<file path="src/system86MainPkg.sv">
package system86MainPkg;

	////////////////////
	// Bus widths
	////////////////////

	// 6809 main CPU bus
	localparam int ADDR_W = 16;
	localparam int DATA_W = 8;

	////////////////////
	// Address map
	////////////////////

	// Decoded region of one CPU access
	typedef enum logic [3:0] {
		RGN_SPRITE,   // 0000-1FFF read/write
		RGN_VRAM1,    // 2000-3FFF read/write
		RGN_VRAM2,    // 4000-5FFF read/write
		RGN_EEPROM,   // 6000-7FFF read only
		RGN_ROM,      // 8000-FFFF read only
		RGN_WDOG,     // Write to 8000-87FF
		RGN_IRQACK,   // Write to 8800-8FFF
		RGN_LATCH0,   // Write to D000-D7FF
		RGN_LATCH1,   // Write to D800-DFFF
		RGN_NONE      // Any other write
	} regionE;

	////////////////////
	// Watchdog
	////////////////////

	typedef enum logic {
		WD_RUN,
		WD_RESET
	} wdStateE;

	// VBLANK periods the main reset is held low after a fire
	localparam int WDOG_HOLD = 2;

	////////////////////
	// Latch group offsets
	////////////////////

	// Register select on address bits 2..0
	// Layer A
	localparam logic [2:0] OFS_PRIO_A    = 3'd0;  // Priority 7..5, scroll X bit 8 in bit 0
	localparam logic [2:0] OFS_SCROLLX_A = 3'd1;
	localparam logic [2:0] OFS_SCROLLY_A = 3'd2;
	// Shared ROM bank
	localparam logic [2:0] OFS_ROMBANK   = 3'd3;
	// Layer B, same layout as layer A
	localparam logic [2:0] OFS_PRIO_B    = 3'd4;
	localparam logic [2:0] OFS_SCROLLX_B = 3'd5;
	localparam logic [2:0] OFS_SCROLLY_B = 3'd6;
	// No register here
	localparam logic [2:0] OFS_UNUSED    = 3'd7;

endpackage

</file>
<file path="src/cpuBusIf.sv">
`timescale 1ns/1ps

interface cpuBusIf;
	import system86MainPkg::*;

	// One access, present only while valid is high
	logic [ADDR_W-1:0] addr;
	logic write;
	logic [DATA_W-1:0] wdata;
	// No handshake, the 6809 never waits
	logic valid;

	////////////////////
	// Modports
	////////////////////

	// Address decoder looks at address and direction
	modport decode (
		input addr,
		input write,
		input valid
	);

	// Latch groups take the data and the register select bits
	modport sink (
		input wdata,
		input addr
	);

endinterface

</file>
<file path="src/mainAddrDecoder.sv">
`timescale 1ns/1ps

module mainAddrDecoder (
	cpuBusIf.decode bus,
	// Memory chip selects, active low
	output logic mcs0N,
	output logic mcs1N,
	output logic mcs2N,
	output logic mcs4N,
	output logic mromN,
	output system86MainPkg::regionE region,
	// Internal write strobes
	output logic wdogKick,
	output logic intAck,
	output logic [1:0] latchWrite
);
	import system86MainPkg::*;

	// Top five address bits, 2 KB pages
	logic [4:0] page;

	assign page = bus.addr[ADDR_W-1 -: 5];

	////////////////////
	// Region decode
	////////////////////

	// Follows the address every cycle, valid plays no part here
	always_comb begin
		region = RGN_NONE;
		case (page[4:2])
			// 0000-1FFF sprite RAM
			3'b000: region = RGN_SPRITE;
			// 2000-3FFF video RAM 1
			3'b001: region = RGN_VRAM1;
			// 4000-5FFF video RAM 2
			3'b010: region = RGN_VRAM2;
			// 6000-7FFF EEPROM, reads only
			3'b011: begin
				if (!bus.write) begin
					region = RGN_EEPROM;
				end
			end
			// Upper half is ROM for reads
			default: begin
				if (!bus.write) begin
					region = RGN_ROM;
				end else begin
					// Writes into ROM space hit the internal registers
					case (page)
						5'b10000: region = RGN_WDOG;
						5'b10001: region = RGN_IRQACK;
						5'b11010: region = RGN_LATCH0;
						5'b11011: region = RGN_LATCH1;
						default: region = RGN_NONE;
					endcase
				end
			end
		endcase
	end

	////////////////////
	// Chip selects
	////////////////////

	// At most one low, region is a single value
	assign mcs2N = (region != RGN_SPRITE);
	assign mcs0N = (region != RGN_VRAM1);
	assign mcs1N = (region != RGN_VRAM2);
	// Read only devices, write already folded into region
	assign mcs4N = (region != RGN_EEPROM);
	assign mromN = (region != RGN_ROM);

	////////////////////
	// Write strobes
	////////////////////

	// One clock wide, qualified by the access itself
	assign wdogKick = bus.valid && (region == RGN_WDOG);
	assign intAck = bus.valid && (region == RGN_IRQACK);

	// One strobe per scroll/priority group
	assign latchWrite[0] = bus.valid && (region == RGN_LATCH0);
	assign latchWrite[1] = bus.valid && (region == RGN_LATCH1);

endmodule

</file>
<file path="src/mainTimingCtrl.sv">
`timescale 1ns/1ps

module mainTimingCtrl #(
	parameter int WDOG_LIMIT = 8
) (
	input logic clk6M,
	input logic rstN,
	input logic clk0,
	input logic vblankN,
	input logic wdogKick,
	input logic intAck,
	output logic q,
	output logic mresetN,
	output logic mintN
);
	import system86MainPkg::*;

	// Wide enough for WDOG_LIMIT, hold count reuses it
	localparam int CNT_W = $clog2(WDOG_LIMIT + 1);

	logic [3:0] phase;
	logic [1:0] vbSync;
	logic vbLast;
	logic vbFall;
	logic [CNT_W-1:0] wdCount;
	wdStateE wdState;

	////////////////////
	// CPU clock phase
	////////////////////

	// Free running while clk0 high, parked at zero otherwise
	always_ff @(posedge clk6M or negedge rstN) begin
		if (!rstN) begin
			phase <= '0;
		end else if (!clk0) begin
			phase <= '0;
		end else begin
			phase <= phase + 4'd1;
		end
	end

	// Quadrature output, low at phase zero
	assign q = phase[1] ^ phase[0];

	////////////////////
	// VBLANK edge
	////////////////////

	// Two stage synchroniser, then a delayed copy for the edge
	always_ff @(posedge clk6M or negedge rstN) begin
		if (!rstN) begin
			vbSync <= 2'b11;
			vbLast <= 1'b1;
			vbFall <= 1'b0;
		end else begin
			vbSync <= {vbSync[0], vblankN};
			vbLast <= vbSync[1];
			// Registered pulse, one cycle per frame
			vbFall <= vbLast & ~vbSync[1];
		end
	end

	////////////////////
	// Interrupt
	////////////////////

	// Acknowledge wins over a new edge in the same cycle
	always_ff @(posedge clk6M or negedge rstN) begin
		if (!rstN) begin
			mintN <= 1'b1;
		end else if (intAck) begin
			mintN <= 1'b1;
		end else if (vbFall) begin
			mintN <= 1'b0;
		end
	end

	////////////////////
	// Watchdog
	////////////////////

	always_ff @(posedge clk6M or negedge rstN) begin
		if (!rstN) begin
			wdState <= WD_RUN;
			wdCount <= '0;
			mresetN <= 1'b1;
		end else begin
			case (wdState)
				WD_RUN: begin
					if (wdCount == CNT_W'(WDOG_LIMIT)) begin
						// Timed out, pull main reset and start the hold count
						wdState <= WD_RESET;
						wdCount <= '0;
						mresetN <= 1'b0;
					end else if (wdogKick) begin
						wdCount <= '0;
					end else if (vbFall) begin
						wdCount <= wdCount + 1'b1;
					end
				end
				WD_RESET: begin
					// Kicks ignored, the CPU is held in reset
					if (vbFall) begin
						if (wdCount == CNT_W'(WDOG_HOLD - 1)) begin
							wdState <= WD_RUN;
							wdCount <= '0;
							mresetN <= 1'b1;
						end else begin
							wdCount <= wdCount + 1'b1;
						end
					end
				end
				default: begin
					wdState <= WD_RUN;
					wdCount <= '0;
					mresetN <= 1'b1;
				end
			endcase
		end
	end

endmodule

</file>
<file path="src/scrollLatchBank.sv">
`timescale 1ns/1ps

module scrollLatchBank (
	input logic clk6M,
	input logic rstN,
	input logic latchWrite,
	cpuBusIf.sink bus,
	// Layer scroll positions
	output logic [8:0] scrollXA,
	output logic [8:0] scrollXB,
	output logic [7:0] scrollYA,
	output logic [7:0] scrollYB,
	// Layer priorities
	output logic [2:0] priorityA,
	output logic [2:0] priorityB,
	output logic [7:0] romBank
);
	import system86MainPkg::*;

	// Register select and write data
	logic [2:0] sel;
	logic [DATA_W-1:0] data;

	assign sel = bus.addr[2:0];
	assign data = bus.wdata;

	////////////////////
	// Register file
	////////////////////

	// Cleared on reset so both layers start unscrolled
	always_ff @(posedge clk6M or negedge rstN) begin
		if (!rstN) begin
			scrollXA <= '0;
			scrollXB <= '0;
			scrollYA <= '0;
			scrollYB <= '0;
			priorityA <= '0;
			priorityB <= '0;
			romBank <= '0;
		end else if (latchWrite) begin
			case (sel)
				// Priority in the top bits, scroll X MSB in bit 0
				OFS_PRIO_A: begin
					priorityA <= data[7:5];
					scrollXA[8] <= data[0];
				end
				OFS_SCROLLX_A: begin
					scrollXA[7:0] <= data;
				end
				OFS_SCROLLY_A: begin
					scrollYA <= data;
				end
				// Bank for this group's tile ROM
				OFS_ROMBANK: begin
					romBank <= data;
				end
				// Layer B mirrors layer A
				OFS_PRIO_B: begin
					priorityB <= data[7:5];
					scrollXB[8] <= data[0];
				end
				OFS_SCROLLX_B: begin
					scrollXB[7:0] <= data;
				end
				OFS_SCROLLY_B: begin
					scrollYB <= data;
				end
				// Nothing behind offset 7
				OFS_UNUSED: begin
					romBank <= romBank;
				end
				default: begin
					romBank <= romBank;
				end
			endcase
		end
	end

endmodule

</file>
<file path="src/system86MainBus.sv">
`timescale 1ns/1ps

module system86MainBus #(
	parameter int WDOG_LIMIT = 8
) (
	input logic clk6M,
	input logic rstN,
	input logic clk0,
	input logic vblankN,
	// Main CPU bus
	input logic busValid,
	input logic busWrite,
	input logic [system86MainPkg::ADDR_W-1:0] busAddr,
	input logic [system86MainPkg::DATA_W-1:0] busWdata,
	// Memory chip selects
	output logic mcs0N,
	output logic mcs1N,
	output logic mcs2N,
	output logic mcs4N,
	output logic mromN,
	// CPU clock, reset and interrupt
	output logic q,
	output logic mresetN,
	output logic mintN,
	// Latch group 0
	output logic [8:0] scrollXA0,
	output logic [8:0] scrollXB0,
	output logic [7:0] scrollYA0,
	output logic [7:0] scrollYB0,
	output logic [2:0] priorityA0,
	output logic [2:0] priorityB0,
	output logic [7:0] romBank0,
	// Latch group 1
	output logic [8:0] scrollXA1,
	output logic [8:0] scrollXB1,
	output logic [7:0] scrollYA1,
	output logic [7:0] scrollYB1,
	output logic [2:0] priorityA1,
	output logic [2:0] priorityB1,
	output logic [7:0] romBank1
);
	import system86MainPkg::*;

	regionE region;
	logic wdogKick;
	logic intAck;
	logic [1:0] latchWrite;

	////////////////////
	// Bus bundle
	////////////////////

	cpuBusIf busIf ();

	assign busIf.addr = busAddr;
	assign busIf.write = busWrite;
	assign busIf.wdata = busWdata;
	assign busIf.valid = busValid;

	////////////////////
	// Blocks
	////////////////////

	// Address map and strobes
	mainAddrDecoder u_dec (
		.bus(busIf.decode), .mcs0N(mcs0N), .mcs1N(mcs1N), .mcs2N(mcs2N),
		.mcs4N(mcs4N), .mromN(mromN), .region(region),
		.wdogKick(wdogKick), .intAck(intAck), .latchWrite(latchWrite)
	);

	// Phase, interrupt and watchdog
	mainTimingCtrl #(.WDOG_LIMIT(WDOG_LIMIT)) u_timing (
		.clk6M(clk6M), .rstN(rstN), .clk0(clk0), .vblankN(vblankN),
		.wdogKick(wdogKick), .intAck(intAck),
		.q(q), .mresetN(mresetN), .mintN(mintN)
	);

	// D000-D7FF group
	scrollLatchBank u_latch0 (
		.clk6M(clk6M), .rstN(rstN), .latchWrite(latchWrite[0]), .bus(busIf.sink),
		.scrollXA(scrollXA0), .scrollXB(scrollXB0), .scrollYA(scrollYA0),
		.scrollYB(scrollYB0), .priorityA(priorityA0), .priorityB(priorityB0),
		.romBank(romBank0)
	);

	// D800-DFFF group
	scrollLatchBank u_latch1 (
		.clk6M(clk6M), .rstN(rstN), .latchWrite(latchWrite[1]), .bus(busIf.sink),
		.scrollXA(scrollXA1), .scrollXB(scrollXB1), .scrollYA(scrollYA1),
		.scrollYB(scrollYB1), .priorityA(priorityA1), .priorityB(priorityB1),
		.romBank(romBank1)
	);

endmodule

</file>
<file path="config.mk">
export PLATFORM = sky130hd
export DESIGN_NAME = system86MainBus
export DESIGN_NICKNAME = d
export VERILOG_FILES = /design/src/system86MainPkg.sv /design/src/cpuBusIf.sv /design/src/mainAddrDecoder.sv /design/src/mainTimingCtrl.sv /design/src/scrollLatchBank.sv /design/src/system86MainBus.sv
export SDC_FILE = /design/constraint.sdc
export NUM_CORES = 1
export LEC_CHECK = 0
export ABC_AREA = 1
export BUFFER_PORTS_ARGS = -buffer_cell sky130_fd_sc_hd__buf_2
export CAP_MARGIN = 10
export CORE_ASPECT_RATIO = 2
export CORE_UTILIZATION = 35
export DETAILED_ROUTE_END_ITERATION = 12
export PLACE_DENSITY = 0.61
export SLEW_MARGIN = 20
export SYNTH_ARGS = -nofsm -noshare
export SYNTH_HDL_FRONTEND = slang
export SYNTH_SLANG_ARGS = --single-unit
</file>
<file path="constraint.sdc">
create_clock -name clk6M -period 2.7 [get_ports clk6M]
set_input_delay 0.27 -clock clk6M [delete_from_list [all_inputs] [get_ports clk6M]]
set_output_delay 0.27 -clock clk6M [all_outputs]
set_load 0.1 [all_outputs]
</file>
==> impl_metrics.tcl <==
set metrics [dict create \
    status "complete, no violations" \
    period_share 0.7199 \
    synthCells 448 \
    multi_input_area_um2 1520 \
    synth.area.top_cells "dfrtp_1 58%, nand2_1 11%, o21ai_1 7.7%, dfstp_2 2.9%, buf_6 2.5%" \
    nNetsFinal 605 \
    ys_ff_latch 109 \
    start_util 0.3601 \
    grt_busiest_layer "met2" \
    start_kind "input pin" \
    cap_violations 0 \
    nFillCells 1256 \
    finalCriticalPeriod_ns 1.944 \
    path_common_cell "buf_2" \
    hp-start "vblankN" \
    place_inst 710 \
    path_cells "buf_2 -> inv_2 -> nor2_2 -> nand3_1 -> nand2_1 -> a21oi_2 -> inv_4 -> nor2_8 -> nand2_2 -> buf_2" \
    globalRouteMet1Util 0.1931 \
    grt.overflow.total 0 \
    ys.flop_type "dfrtp_1" \
    die_w_um 82.36 \
    max_stage_delay_ns 0.29 \
    ant_nets 0 \
    ys_warn_count 0 \
    regArea_um2 2734 \
    grt_use_total 0.1866 \
    worst_clock_skew_ns 0.002968 \
    post-route-cell-area_um2 5538 \
    dieHeight_um 162.7 \
    vias 3578 \
    netlist_area_um2 4521 \
    r2r_slack_ns 1.12 \
    cp_data_required_time_ns 2.43 \
    ctsResizeCount 0 \
    power_leakage_nw 2.977 \
    route.detailed.drc 0 \
    viasPerCell 4.915 \
    routedWlPerCell_um 16.19 \
    final.setup.tns_ns 0 \
    setup_violations 0 \
    path_class "in2out" \
    dp_hpwl_um 8588 \
    drtPass1Iterations 5 \
    syn_area_per_cell_um2 10.09 \
    critPathCaptureType "output port" \
    r2r_end "u_timing.wdCount[2]" \
    grt_max_degree 44 \
    ir_drop_uv 580.6 \
    tightest_slew_ns 0.7761 \
    drtIter0Drc 227 \
    grt_pass1_wl_um 17930 \
    wirelength_um 11790 \
    grt.met3_usage 0.03137 \
    drv_slew 0 \
    synth_top_cell_area_share 0.5757 \
    whs_endpoint "u_timing.vbSync[0]" \
    io_pins 134 \
    synth-edff-count 0 \
    yosysSeqAreaShare 0.6048 \
    numClockSinks 109 \
    layout_common_cells "128 x nand2_1, 124 x buf_2, 104 x dfrtp_1, 70 x o21ai_1, 28 x inv_1" \
    cts_buffer_depth 2 \
    hold_buffers 1 \
    rows 58 \
    coreArea_um2 12550 \
    p_per_area_nw_per_um2 996.8 \
    dpl_cell_area_um2 5224 \
    port_buffers 125 \
    numCtsBuffers 9 \
    critPathSlowestCell "buf_2" \
    synthDistinctLibCells 32 \
    post-synth-top-area-cell "dfrtp_1" \
    grtUsageMet2 0.3539 \
    rsz0062_at_grt "no" \
    grt_pass1_vias 3428 \
    die_area_um2 13400 \
    clk_pin_slew_ns 0.07 \
    hp-class "in2reg" \
    area_delta_synth_final_pct 22.50 \
    place_congestion 0.8031 \
    final_hold_viol_count 0 \
    final-instance-count-excl-fill 728 \
    htreeDepth 3 \
    timing.rr.start "u_timing.wdCount[0]" \
    async_flop_share 1.000 \
    crit_arrival_ns 1.67 \
    cts_tree "done" \
    r2r_cells 10 \
    final_common_cell "nand2_1" \
    post-route-util 0.4411 \
    crit_fanout 8 \
    synth_nets 481 \
    drive_above_1_share 0.3258 \
    max_slew_margin 0.4820 \
    worstSkewPairLatency_ns 0.34 \
    post-cts-setup-buffers 0 \
    cts_root_buf "clkbuf_16" \
    antenna_found_initial 1 \
    min_path_cells 1 \
    max_freq_mhz 514.5 \
]
-- state kept, by name, indices dropped and copies added (netlist names), 2 cells and up --
register            cells
u_latch0.scrollXA       9
u_latch0.scrollXB       9
u_latch1.scrollXA       9
u_latch1.scrollXB       9
u_latch0.romBank        8
u_latch0.scrollYA       8
u_latch0.scrollYB       8
u_latch1.romBank        8
u_latch1.scrollYA       8
u_latch1.scrollYB       8
u_timing.wdCount        4
u_latch0.priorityA      3
u_latch0.priorityB      3
u_latch1.priorityA      3
u_latch1.priorityB      3
u_timing.phase          2
u_timing.vbSync         2
-- per-layer routing --
layer  wire, um  vias up
met4        299        0
met3        511       24
met5          0        -
li1           -     1711
met2       6570      135
met1       4404     1708
-- logic make-up after synthesis --
kind of cell | after synthesis | share of synthesized area
AOI/OAI and AO/OA | 105 | 0.1293
buffers and inverters | 48 | 0.05951
xor gates and xnor gates | 2 | 0.003876
DFF | 109 | 0.6048
adders and majority gates | 3 | 0.008304
and+or+nand+nor | 181 | 0.1943
-- synthesized netlist by cell type, types with 3 or more instances --
cell type	count
nor2_1	9
nand4_1	3
nand3_1	9
clkbuf_1	4
nand2_4	5
dfstp_2	5
ha_1	3
o21ai_0	19
o21ai_2	12
inv_1	28
nand2_1	129
dfrtp_1	104
nor2_2	3
inv_2	4
buf_6	10
nor3_1	9
o21ai_1	70
nand3_4	5
-- worst max-delay path, delay by kind of cell --
family	cells	cell delay, ns
AND/OR/NAND/NOR	5	0.52
buffers and inverters	4	0.61
AO/OA/AOI/OAI	1	0.26
-- final cells by class --
type | instances | share of cell area
Antenna cell | 1 | 0.0004519
Tap cell | 150 | 0.03389
Clock inverter | 5 | 0.01062
Sequential cell | 109 | 0.4937
Clock buffer | 11 | 0.04383
Multi-Input combinational cell | 291 | 0.2745
Inverter | 33 | 0.02282
Timing Repair Buffer | 128 | 0.1202
-- stage by stage --
stage	worst slack (ns)	power [W]	hold slack [ns]
2_1_floorplan	0.1265	0.003817	-0.02559
3_3_place_gp	0.8329	0.004195	0.2837
3_5_place_dp	0.7569	0.004233	0.2899
4_1_cts	0.7569	0.005570	0.01522
5_1_grt	0.6875	0.005755	0.01391
6_report	0.7564	0.005520	0.02443
-- worst max path at each step --
stage,start,endpoint,slack [ns],cells past startpoint
global route,busAddr[13],mromN,0.69,8
floorplan,busAddr[15],u_latch0.scrollXA[6],0.13,11
detailed placement,busAddr[15],mromN,0.76,10
finish,busAddr[15],mromN,0.76,10
CTS,busAddr[15],mromN,0.76,10
global placement,busAddr[15],mromN,0.83,10
-- power by group --
| group | switching [W] | internal (W) | total [W] |
|---|---|---|---|
| registers | 0.000142 | 0.00186 | 0.00200 |
| logic | 0.00186 | 0.000323 | 0.00219 |
| clock network | 0.000581 | 0.000747 | 0.00133 |
Note: power is estimated with default switching activity, not from simulation.
